## src/source/sky_pkg.sv

```systemverilog
`default_nettype none

package sky_pkg;

	// grid geometry.
	localparam int COLUMNS = 30;
	localparam int ROWS = 28;
	localparam int BLOCK = 4;
	localparam int SUBPIXELS = 16;

	typedef logic [4:0] column_t;
	typedef logic [4:0] row_t;
	typedef logic [3:0] subpixel_t;

	// any nonzero cell is occupied.
	typedef logic [1:0] cell_t;

	localparam cell_t CELL_EMPTY = 2'b00;
	localparam cell_t CELL_MEATBALL = 2'b10;

	typedef logic [7:0] x_t;
	typedef logic [6:0] y_t;
	typedef logic [2:0] color_t;

	localparam color_t COLOR_SKY = 3'd0;
	localparam color_t COLOR_MEATBALL = 3'd7;

	typedef logic [11:0] lfsr_t;

	localparam lfsr_t LFSR_SEED = 12'hACE;

	// feedback taps at bits 11, 5, 3 and 0.
	localparam lfsr_t LFSR_TAPS = 12'b1000_0010_1001;

endpackage

`default_nettype wire

```

## src/source/spawn_lfsr.sv

```systemverilog
`default_nettype none

module spawn_lfsr (
	input wire logic clock,
	input wire logic reset,
	output sky_pkg::lfsr_t lfsr_state
);

	import sky_pkg::*;

	logic feedback;

	// xor of the tapped bits enters at bit 0.
	assign feedback = ^(lfsr_state & LFSR_TAPS);

	always_ff @(posedge clock) begin
		if (!reset) begin
			lfsr_state <= LFSR_SEED;
		end else begin
			lfsr_state <= {lfsr_state[10:0], feedback};
		end
	end

endmodule

`default_nettype wire

```

## src/source/meatball_grid.sv

```systemverilog
`default_nettype none

module meatball_grid (
	input wire logic clock,
	input wire logic reset,
	input wire logic update_req,
	output logic update_ack,
	input wire logic drawing,
	input wire sky_pkg::lfsr_t lfsr_state,
	input wire sky_pkg::column_t read_column,
	input wire sky_pkg::row_t read_row,
	output sky_pkg::cell_t read_cell
);

	import sky_pkg::*;

	cell_t cells [COLUMNS][ROWS];
	logic accept;
	logic [4:0] spawn_value;

	// an update waits while a frame is being drawn.
	assign accept = update_req && !update_ack && !drawing;
	assign spawn_value = lfsr_state[4:0];

	always_ff @(posedge clock) begin
		if (!reset) begin
			update_ack <= 1'b0;
		end else if (accept) begin
			update_ack <= 1'b1;
		end else if (!update_req) begin
			update_ack <= 1'b0;
		end
	end

	always_ff @(posedge clock) begin
		if (!reset) begin
			for (int c = 0; c < COLUMNS; c++) begin
				for (int r = 0; r < ROWS; r++) begin
					cells[c][r] <= CELL_EMPTY;
				end
			end
		end else if (accept) begin
			for (int c = 0; c < COLUMNS; c++) begin
				// bottom cell drops off.
				for (int r = ROWS - 1; r > 0; r--) begin
					cells[c][r] <= cells[c][r - 1];
				end
				// values 0 and 31 never match a column.
				if (spawn_value == c + 1) begin
					cells[c][0] <= CELL_MEATBALL;
				end else begin
					cells[c][0] <= CELL_EMPTY;
				end
			end
		end
	end

	always_comb begin
		if (read_column < COLUMNS && read_row < ROWS) begin
			read_cell = cells[read_column][read_row];
		end else begin
			read_cell = CELL_EMPTY;
		end
	end

endmodule

`default_nettype wire

```

## src/source/frame_scanner.sv

```systemverilog
`default_nettype none

module frame_scanner (
	input wire logic clock,
	input wire logic reset,
	input wire logic draw_req,
	output logic draw_ack,
	output logic drawing,
	output sky_pkg::column_t read_column,
	output sky_pkg::row_t read_row,
	output logic cell_valid,
	output sky_pkg::x_t pixel_x,
	output sky_pkg::y_t pixel_y,
	input wire logic cell_take,
	input wire logic painter_idle
);

	import sky_pkg::*;

	column_t column;
	row_t row;
	subpixel_t subpixel;
	logic scan_done;
	logic last_subpixel;
	logic last_row;
	logic last_column;

	assign last_subpixel = subpixel == SUBPIXELS - 1;
	assign last_row = row == ROWS - 1;
	assign last_column = column == COLUMNS - 1;

	assign cell_valid = drawing && !scan_done;
	assign read_column = column;
	assign read_row = row;

	// sub-pixels fill a cell top to bottom, then left to right.
	assign pixel_x = x_t'(column * BLOCK + subpixel / BLOCK);
	assign pixel_y = y_t'(row * BLOCK + subpixel % BLOCK);

	always_ff @(posedge clock) begin
		if (!reset) begin
			drawing <= 1'b0;
			draw_ack <= 1'b0;
			scan_done <= 1'b0;
			column <= '0;
			row <= '0;
			subpixel <= '0;
		end else if (!drawing) begin
			if (draw_req && !draw_ack) begin
				drawing <= 1'b1;
				scan_done <= 1'b0;
				column <= '0;
				row <= '0;
				subpixel <= '0;
			end
		end else if (draw_ack) begin
			if (!draw_req) begin
				draw_ack <= 1'b0;
				drawing <= 1'b0;
			end
		end else if (scan_done) begin
			// last pixel handshake must be finished.
			if (painter_idle) begin
				draw_ack <= 1'b1;
			end
		end else if (cell_take) begin
			if (last_subpixel) begin
				subpixel <= '0;
				if (last_row) begin
					row <= '0;
					if (last_column) begin
						column <= '0;
						scan_done <= 1'b1;
					end else begin
						column <= column + 1'b1;
					end
				end else begin
					row <= row + 1'b1;
				end
			end else begin
				subpixel <= subpixel + 1'b1;
			end
		end
	end

endmodule

`default_nettype wire

```

## src/source/pixel_painter.sv

```systemverilog
`default_nettype none

module pixel_painter (
	input wire logic clock,
	input wire logic reset,
	input wire logic cell_valid,
	input wire sky_pkg::x_t pixel_x,
	input wire sky_pkg::y_t pixel_y,
	input wire sky_pkg::cell_t read_cell,
	output logic cell_take,
	output logic painter_idle,
	output logic pixel_req,
	input wire logic pixel_ack,
	output sky_pkg::x_t x,
	output sky_pkg::y_t y,
	output sky_pkg::color_t color
);

	import sky_pkg::*;

	color_t cell_color;

	// idle only once the host has dropped its ack too.
	assign painter_idle = !pixel_req && !pixel_ack;
	assign cell_take = cell_valid && painter_idle;

	always_comb begin
		if (read_cell != CELL_EMPTY) begin
			cell_color = COLOR_MEATBALL;
		end else begin
			cell_color = COLOR_SKY;
		end
	end

	always_ff @(posedge clock) begin
		if (!reset) begin
			pixel_req <= 1'b0;
		end else if (cell_take) begin
			pixel_req <= 1'b1;
		end else if (pixel_req && pixel_ack) begin
			pixel_req <= 1'b0;
		end
	end

	// held stable for the whole handshake.
	always_ff @(posedge clock) begin
		if (!reset) begin
			x <= '0;
			y <= '0;
			color <= COLOR_SKY;
		end else if (cell_take) begin
			x <= pixel_x;
			y <= pixel_y;
			color <= cell_color;
		end
	end

endmodule

`default_nettype wire

```

## src/source/sky.sv

```systemverilog
`default_nettype none

module sky (
	input wire logic clock,
	input wire logic reset,
	input wire logic update_req,
	output logic update_ack,
	input wire logic draw_req,
	output logic draw_ack,
	output logic pixel_req,
	input wire logic pixel_ack,
	output sky_pkg::x_t x,
	output sky_pkg::y_t y,
	output sky_pkg::color_t color
);

	import sky_pkg::*;

	lfsr_t lfsr_state;
	column_t read_column;
	row_t read_row;
	cell_t read_cell;
	logic drawing;
	logic cell_valid;
	logic cell_take;
	logic painter_idle;
	x_t pixel_x;
	y_t pixel_y;

	spawn_lfsr i_spawn_lfsr (
		.clock(clock),
		.reset(reset),
		.lfsr_state(lfsr_state)
	);

	meatball_grid i_meatball_grid (
		.clock(clock),
		.reset(reset),
		.update_req(update_req),
		.update_ack(update_ack),
		.drawing(drawing),
		.lfsr_state(lfsr_state),
		.read_column(read_column),
		.read_row(read_row),
		.read_cell(read_cell)
	);

	frame_scanner i_frame_scanner (
		.clock(clock),
		.reset(reset),
		.draw_req(draw_req),
		.draw_ack(draw_ack),
		.drawing(drawing),
		.read_column(read_column),
		.read_row(read_row),
		.cell_valid(cell_valid),
		.pixel_x(pixel_x),
		.pixel_y(pixel_y),
		.cell_take(cell_take),
		.painter_idle(painter_idle)
	);

	pixel_painter i_pixel_painter (
		.clock(clock),
		.reset(reset),
		.cell_valid(cell_valid),
		.pixel_x(pixel_x),
		.pixel_y(pixel_y),
		.read_cell(read_cell),
		.cell_take(cell_take),
		.painter_idle(painter_idle),
		.pixel_req(pixel_req),
		.pixel_ack(pixel_ack),
		.x(x),
		.y(y),
		.color(color)
	);

endmodule

`default_nettype wire

```

## config.mk

```make
export PLATFORM = sky130hd
export DESIGN_NAME = sky
export DESIGN_NICKNAME = d
export VERILOG_FILES = /design/src/source/sky_pkg.sv /design/src/source/spawn_lfsr.sv /design/src/source/meatball_grid.sv /design/src/source/frame_scanner.sv /design/src/source/pixel_painter.sv /design/src/source/sky.sv
export SDC_FILE = /design/constraint.sdc
export NUM_CORES = 1
export LEC_CHECK = 0
export BUFFER_PORTS_ARGS = -buffer_cell sky130_fd_sc_hd__buf_4
export CAP_MARGIN = 20
export CORE_AREA = 5 5 324 326
export CTS_BUF_LIST = sky130_fd_sc_hd__clkbuf_16
export CTS_CLUSTER_DIAMETER = 80
export DETAILED_ROUTE_END_ITERATION = 6
export DIE_AREA = 0 0 329 331
export PLACE_DENSITY = 0.57
export SLEW_MARGIN = 20
export SYNTH_ARGS = -nofsm -noshare
export SYNTH_HDL_FRONTEND = slang
export SYNTH_SLANG_ARGS = --single-unit
export TNS_END_PERCENT = 1
```

## constraint.sdc

```tcl
create_clock -name clock -period 18.5 [get_ports clock]
set_input_delay 1.85 -clock clock [delete_from_list [all_inputs] [get_ports clock]]
set_output_delay 1.85 -clock clock [all_outputs]
set_load 0.01 [all_outputs]
```

# After elaboration in Yosys (flattened, before gate mapping)
# Memory sizes are Yosys's and may differ from the RTL's. A register that Yosys moved wholly into a read port is not among the register bits.
# Index checks and enable logic that the tools add are counted.
op_classes:
  add_sub_neg: 5
  n_mul: 0
  div: 0
  n_lt_le_gt_ge: 3
  n_eq_ne: 39
  n_shift: 0
  n_mux: 1160
  bitwise: 871
  n_reduce_logical: 22
op_table:
  columns: ["operator", "n"]
  rows:
  - ["$mux W2", 813]
  - ["$or A1 B1 Y1", 870]
  - ["$mux W1", 323]
  - ["$eq A5 B5 Y1 const B", 17]
  - ["$mux W5", 16]
  - ["$eq A5 B4 Y1 const B", 8]
  - ["$mux W4", 6]
  - ["$eq A5 B3 Y1 const B", 4]
  - ["$reduce_xor A12 Y1", 1]
  - ["$add A5 B1 Y5 const B", 2]
  - ["$bmux W2 S5", 1]
  - ["$eq A5 B2 Y1 const B", 2]
  - ["$lt A5 B5 Y1 const B", 2]
  - ["$ne A2 B2 Y1 const B", 5]
  - ["$add A7 B2 Y8", 1]
  - ["$logic_and A1 B1 Y1", 8]
  - ["$add A7 B2 Y7", 1]
  - ["$ge A6 B6 Y1 const B", 1]
  - ["$logic_not A1 Y1", 6]
  - ["$not A5 Y6", 1]
  - ["$reduce_and A6 Y1", 1]
  - ["$reduce_bool A2 Y1", 3]
  - ["$eq A5 B1 Y1 const B", 1]
  - ["$reduce_and A5 Y1", 1]
  - ["6 further kinds", 6]
word_totals:
  register_bits: 49
  latchBits: 0
  mem_bits_rw: 1650
  romBits: 0
  input_bits: 5
  output_inout_bits: 21
  wordCells: 2113
  mem_count: 1
mem_list:
  columns: ["name", "words", "width", "read_ports", "rd_clocked_by_memory_dff", "wr", "line_no", "rtl"]
  rows:
  - ["i_meatball_grid.cells", 30, 55, 31, 1, 30, "meatball_grid.sv:17", "cell_t cells [COLUMNS][ROWS];"]

# Depth between registers and ports, before layout
# Gate-level depths: netlist of run 1.
depth:
  depth_word: 10
  mapped_depth: 15
  ltp_nobuf: 8

# By module
# Synthesis of run 1 repeated with hierarchy kept, for this count alone.
unflattened:
  hier_cells: 2744
  area_unflattened_um2: 40634.0
by_module_without_submodules:
  columns: ["mod", "n_inst", "cells_each", "area_per_inst_um2", "seq_area_each_um2"]
  rows:
  - ["meatball_grid", 1, 2516, 38509.4, 25254.2]
  - ["frame_scanner", 1, 124, 1064.8, 340.3]
  - ["pixel_painter", 1, 76, 710.7, 340.3]
  - ["spawn_lfsr", 1, 28, 349.1, 240.2]

# Worst setup path before layout of run 1
# OpenSTA, ideal clock, no wires.
synth_timing:
  kind: "input port to flip-flop"
  startpoint: "in reset"
  endpoint: "mem i_meatball_grid.cells[0][11] (netlist name), enable pin"
  setup_ns: 3.152
  arrival_time_ns: 9.343
  required_ns: 15.348
  slack_ns: 6.005
  cell_stages: 3
  n_path_buf: 2
  cell_sequence: "clkbuf_1 clkbuf_1 nand2_1"
synth_lines:
  columns: ["item", "line_no", "rtl"]
  rows:
  - ["start, declared", "sky.sv:5", "input wire logic reset,"]
  - ["end, declared", "meatball_grid.sv:17", null]

==> impl_metrics.env, run 1 <==
export IMPL_cpMostUsedCell="mux4_2"
export IMPL_grtUsageTotal=0.1548
export IMPL_fmax_mhz=207.5
export IMPL_clkTransAtPathRegs_ns=0.06
export IMPL_synth_area_top_cells="edfxtp_1 63%, and2_1 13%, mux4_2 7.9%"
export IMPL_finalPower_mw=4.463
export IMPL_power_density_nw_per_um2=100.5
export IMPL_cts_resized=0
export IMPL_crit_end="i_pixel_painter.color[1]"
export IMPL_cp_cell_sequence="buf_4, buf_12, buf_4, mux4_2, mux4_2, mux4_2, or3_1, a21oi_1, o211ai_1"
export IMPL_design_core_area_um2=101400
export IMPL_drtPass1Iterations=6
export IMPL_finalClockSkew_ns=0.02660
export IMPL_synthArstFlopShare=0
export IMPL_yosys_warnings=0
export IMPL_die_area_um2=108900
export IMPL_netlist_instances=2743
export IMPL_cts_tree="done"
export IMPL_ys_types=59
export IMPL_ys_ff_latch=892
export IMPL_cts_root_buf="clkbuf_16"
export IMPL_rsz0062_at_grt="false"
export IMPL_maxCapViolCount=0
export IMPL_cts_hold_buf=0
export IMPL_numCtsBuffers=94
export IMPL_gp_congestion=0.7738
export IMPL_netlist_top_cells_count="839 x edfxtp_1, 821 x and2_1, 141 x mux4_2"
export IMPL_hold_path_depth=1
export IMPL_tns_ns=0
export IMPL_setup_worst_path_end_class="flip-flop"
export IMPL_die_y_um=331
export IMPL_dr_first_iter_drc_count=2020
export IMPL_ant_nets=0
export IMPL_nNetsFinal=2711
export IMPL_yosys_area_top_type_share=0.6260
export IMPL_grt_max_degree=158
export IMPL_r2r_end="i_pixel_painter.color[1]"
export IMPL_hp_class="flip-flop to flip-flop"
export IMPL_n_fill_cell=9023
export IMPL_hold_violations=0
export IMPL_start_util=0.3967
export IMPL_clock_latency_ns=0.66
export IMPL_synth_cell_area_um2=40250
export IMPL_cts_max_path_buffers=3
export IMPL_grt_first_pass_wirelength_um=130600
export IMPL_slowest_delay_ns=0.64
export IMPL_timing_worst_setup_path_type="flip-flop to flip-flop"
export IMPL_tightest_slew_ns=1.199
export IMPL_vias=21613
export IMPL_htree_levels=3
export IMPL_synth_simple_area_share=0.1597
export IMPL_muxShareOfSynthArea=0.1228
export IMPL_ys_flop_type="edfxtp_1"
export IMPL_crit_buf_inv=3
export IMPL_slew_viol_final=0
export IMPL_worstPathArrival_ns=5.33
export IMPL_dpl_cell_area_um2=41570
export IMPL_drt_total_wl_um=84430
export IMPL_boundaryPins=26
export IMPL_rows=117
export IMPL_layout_drive_gt1_share=0.1364
export IMPL_worst_path_stages=9
export IMPL_dp_hpwl_um=51230
export IMPL_clock_sinks=892
export IMPL_synth_xor_xnor_area_share=0.002176
export IMPL_grt_pass1_vias=22602
export IMPL_portBuffers=24
export IMPL_worstPathMaxFanout=79
export IMPL_syn_nets=2752
export IMPL_setup_violations=0
export IMPL_antenna_found_initial=3
export IMPL_stdcell_area_um2=44420
export IMPL_crit_family="buffers and inverters"
export IMPL_avgSynthCellArea_um2=14.67
export IMPL_yosysSeqAreaShare=0.6524
export IMPL_status="completed"
export IMPL_worst_path_max_delay_cell="buf_4"
export IMPL_ir_drop_mv=0.07071
export IMPL_synth_most_common_cell="edfxtp_1"
export IMPL_required_ns=19.01
export IMPL_viasPerCell=5.219
export IMPL_slew_headroom=0.1978
export IMPL_wire_per_inst_um=20.39
export IMPL_finalCritPeriodShare=0.2606
export IMPL_worst_r2r_cell_count=9
export IMPL_cts_setup_buffers=0
export IMPL_synth_compound_area_frac=0.03724
export IMPL_yosys_area_top_type="edfxtp_1"
export IMPL_grt_ovfl_total=0
export IMPL_synth_edff_count=839
export IMPL_min_period_ns=4.820
export IMPL_drcViolationCount=0
export IMPL_synth_top_family_by_area="simple AND/OR/NAND/NOR gates"
export IMPL_r2r_slack_ns=13.68
export IMPL_die_x_um=329
export IMPL_synthToLayoutAreaGrowth_pct=10.37
export IMPL_start_kind="flip-flop"
export IMPL_synth_adder_area_share=0.001244
export IMPL_p_leak_nw=15.54
[worst register-to-register path: stages (launching register included)]
cell	delay, ns
dfxtp_4	0.59
buf_4	0.64
buf_12	0.48
buf_4	0.68
mux4_2	0.58
mux4_2	0.50
mux4_2	0.45
or3_1	0.31
a21oi_1	0.32
o211ai_1	0.14
[power by group]
part / internal [mW] / switching [mW] / leakage, nW
Clock: 0.990 / 0.768 / 1.45
Combinational: 0.112 / 0.165 / 4.68
Sequential: 2.36 / 0.0666 / 9.41
[layout by cell type (no fill, tap or decap), types with 25 or more instances in the layout]
cell,n
clkbuf_16,96
inv_1,30
buf_4,59
mux2_2,35
dfxtp_1,49
nor2_1,54
nor3_1,27
a21oi_1,43
edfxtp_1,839
clkinv_1,25
mux2i_1,137
o221ai_1,34
o21ai_0,33
and2_1,821
mux4_2,141
nand2_1,94
[state kept, by name, indices dropped and copies added, names as in the netlist, named ones only]
signal	flops
i_frame_scanner.draw_ack	1
i_frame_scanner.drawing	1
i_frame_scanner.read_column	5
i_frame_scanner.read_row	5
i_frame_scanner.scan_done	1
i_frame_scanner.subpixel	4
i_meatball_grid.cells	841
i_meatball_grid.update_ack	1
i_pixel_painter.color	1
i_pixel_painter.pixel_req	1
i_pixel_painter.x	7
i_pixel_painter.y	7
i_spawn_lfsr.lfsr_state	12
[per-stage QoR]
stage                     utilization  cells  worst slack [ns]  hold WS (ns)
after floorplan                     -   2743             6.005        0.3863
after global placement         0.4098   3974             13.03        0.3958
after detailed placement       0.4098   3974             12.88        0.3948
after CTS                      0.4377   4140             13.54        0.4157
after global routing           0.4378   4140             13.28        0.4224
final                          0.4378   4141             13.68        0.4110
[per-layer routing]
metal,wire [um],global-route usage,up-vias
met5,0,0,-
met1,35300,0.2005,11048
met3,4267,0.02871,131
li1,-,-,10035
met4,2061,0.04389,0
met2,42800,0.2684,399
[cell families (layout without fill, tap and decap cells)]
logic type      count (synthesis)  count (layout)
flops                         892             892
compound gates                219             219
simple gates                 1092            1092
other cells                     1               2
mux                           313             313
xor+xnor                       10              10
buf+inv                       212             241
fa+ha+maj                       4               4
[worst min path at each step]
| stage | startpoint | endpoint | slack [ns] |
|---|---|---|---|
| 6_report | i_spawn_lfsr.lfsr_state[10] | i_spawn_lfsr.lfsr_state[11] | 0.41 |
| 5_1_grt | i_spawn_lfsr.lfsr_state[8] | i_spawn_lfsr.lfsr_state[9] | 0.42 |
| 4_1_cts | i_spawn_lfsr.lfsr_state[10] | i_spawn_lfsr.lfsr_state[11] | 0.42 |
| 3_5_place_dp | i_spawn_lfsr.lfsr_state[10] | i_spawn_lfsr.lfsr_state[11] | 0.39 |
| 3_3_place_gp | i_spawn_lfsr.lfsr_state[8] | i_spawn_lfsr.lfsr_state[9] | 0.40 |
| 2_1_floorplan | i_spawn_lfsr.lfsr_state[10] | i_spawn_lfsr.lfsr_state[11] | 0.39 |
[final cells by class]
type	count	area, um^2	area share
diodes	1	2.502	0.00005634
clock buffers	96	2402	0.05408
well taps	1368	1712	0.03853
inverters	10	37.54	0.0008450
multi-input cells	1639	13040	0.2935
flip-flops and latches	892	26270	0.5914
clock inverters	70	429.2	0.009662
repair buffers	65	528.0	0.01189
Note: power is estimated with default switching activity, not from simulation.
==> run 2, diff against run 1 <==
==> constraint.sdc (replaced) <==
create_clock -name clock -period 4.73 [get_ports clock]
set_input_delay 0.473 -clock clock [delete_from_list [all_inputs] [get_ports clock]]
set_output_delay 0.473 -clock clock [all_outputs]
set_load 0.01 [all_outputs]
==> impl_metrics.env, run 2 (synthesis gave the netlist of run 1 again) <==
export IMPL_cts_hold_buf=0
export IMPL_maxCapViolCount=0
export IMPL_cpMostUsedCell="mux4_2"
export IMPL_die_y_um=331
export IMPL_worstPathMaxFanout=33
export IMPL_grtUsageTotal=0.1616
export IMPL_numCtsBuffers=95
export IMPL_finalCritPeriodShare=0.7686
export IMPL_top_regs="i_meatball_grid.cells (841), i_spawn_lfsr.lfsr_state (12)"
export IMPL_layout_common_cells="839 x edfxtp_1, 821 x and2_1, 141 x mux4_2"
export IMPL_die_x_um=329
export IMPL_hp_class="input pin to flip-flop"
export IMPL_layout_drive_gt1_share=0.1444
export IMPL_slew_headroom=0.2695
export IMPL_die_area_um2=108900
export IMPL_min_period_ns=3.636
export IMPL_rows=117
export IMPL_cts_max_path_buffers=3
export IMPL_cts_resized=0
export IMPL_wire_per_inst_um=21.05
export IMPL_slowest_delay_ns=0.81
export IMPL_grt_pass1_vias=22888
export IMPL_setup_worst_path_end_class="flip-flop"
export IMPL_finalPower_mw=17.87
export IMPL_power_density_nw_per_um2=396.7
export IMPL_status="completed"
export IMPL_timing_final_ws_setup_ns=1.094
export IMPL_combPwrFrac=0.064
export IMPL_start_util=0.3967
export IMPL_power_frac_clock=0.404
export IMPL_finalClockSkew_ns=0.06760
export IMPL_grt_first_pass_wirelength_um=135400
export IMPL_tightest_slew_ns=1.092
export IMPL_rsz0062_at_grt="false"
export IMPL_viasPerCell=5.221
export IMPL_antenna_found_initial=2
export IMPL_pre_cts_ws_ns=1.090
export IMPL_hold_violations=0
export IMPL_vias=21804
export IMPL_sw_frac_of_total=0.2260
export IMPL_r2r_slack_ns=1.09
export IMPL_timing_worst_setup_path_type="flip-flop to flip-flop"
export IMPL_power_switching_mw=4.037
export IMPL_dp_hpwl_um=56420
export IMPL_fmax_mhz=275.1
export IMPL_htree_levels=3
export IMPL_clock_sinks=892
export IMPL_boundaryPins=26
export IMPL_top_register="i_meatball_grid.cells"
export IMPL_drt_total_wl_um=87910
export IMPL_nNetsFinal=2737
export IMPL_cts_root_buf="clkbuf_16"
export IMPL_ir_drop_mv=0.2774
export IMPL_synthToLayoutAreaGrowth_pct=11.90
export IMPL_clock_latency_ns=0.67
export IMPL_cts_setup_buffers=0
export IMPL_grt_ovfl_total=0
export IMPL_worst_path_max_delay_cell="dfxtp_4"
export IMPL_worstPathArrival_ns=4.17
export IMPL_drtPass1Iterations=5
export IMPL_tns_ns=0
export IMPL_clkTransAtPathRegs_ns=0.06
export IMPL_grt_max_degree=253
export IMPL_seqPwrFrac=0.532
export IMPL_setup_violations=0
export IMPL_required_ns=5.26
export IMPL_portBuffers=24
export IMPL_p_leak_nw=15.85
export IMPL_mostFrequentLayoutCell="edfxtp_1"
export IMPL_dr_first_iter_drc_count=1844
export IMPL_ant_nets=0
export IMPL_p_int_mw=13.83
export IMPL_start_kind="flip-flop"
export IMPL_cp_cell_sequence="buf_12, buf_4, mux4_2, mux4_2, a2111oi_0, o211ai_1"
export IMPL_cts_tree="done"
export IMPL_design_core_area_um2=101400
export IMPL_slew_viol_final=0
export IMPL_gp_congestion=0.7870
export IMPL_largest_reg_flops=841
export IMPL_drcViolationCount=0
## run 2: cell types whose count changed in the layout (fill, tap and decap cells not counted), sizes merged
cell,previous run,this run
buf,65,90
clkinv,36,42
inv,34,38
diode,1,3
clkinvlp,6,0
bufinv,4,8
## run 2: metal layers
layer  wire length [um]  up-vias  part of all wire  global-route usage
met5                  0        -                 0                   0
met4               2769        0             0.031             0.05293
met3               3852      157             0.044             0.02543
met2              45130      451              0.51              0.2848
met1              36160    11093              0.41              0.2053
li1                   -    10103                 -                   -
## run 2: metrics by stage
stage               hold slack [ns]  cell area (um^2)  cells  utilization
floorplan                    0.3863             40260   2743            -
global placement             0.4060             42010   3999       0.4141
detailed placement           0.4011             42010   3999       0.4141
CTS                         0.06250             45030   4173       0.4439
global route                 0.1025             45030   4173       0.4439
finish                      0.09395             45040   4176       0.4439
## run 2: path summary, 6_finish.rpt
path | cells after the start | startpoint | endpoint
max | 6 | flip-flop | i_pixel_painter.color[1]
min reg2reg | 1 | i_spawn_lfsr.lfsr_state[10] | i_spawn_lfsr.lfsr_state[11]
max reg2reg | 6 | flip-flop | i_pixel_painter.color[1]
min | 3 | draw_req | i_frame_scanner.draw_ack
## run 2: cell type report
class	instances	area, um^2
diodes	3	7.507
clock buffers	96	2402
clock inverters	78	614.3
fillers	8968	56410
inverters	10	37.54
multi-input cells	1639	13060
flip-flops and latches	892	26270
well taps	1368	1712
repair buffers	90	938.4
## run 2: critical path, delay by kind of cell (launching register included)
kind	cells	cell delay, ns
AO/OA/AOI/OAI	2	0.90
buffers and inverters	2	0.64
flip-flops	1	0.81
multiplexers	2	1.05
## run 2: power groups by stage
stage / sequential (mW) / combinational (mW) / clock [mW]
finish: 9.51 / 1.15 / 7.21
global route: 9.57 / 1.25 / 7.71
CTS: 9.52 / 1.17 / 7.37
detailed placement: 9.68 / 1.17 / 0
global placement: 9.66 / 1.15 / 0
floorplan: 9.62 / 0.845 / 0
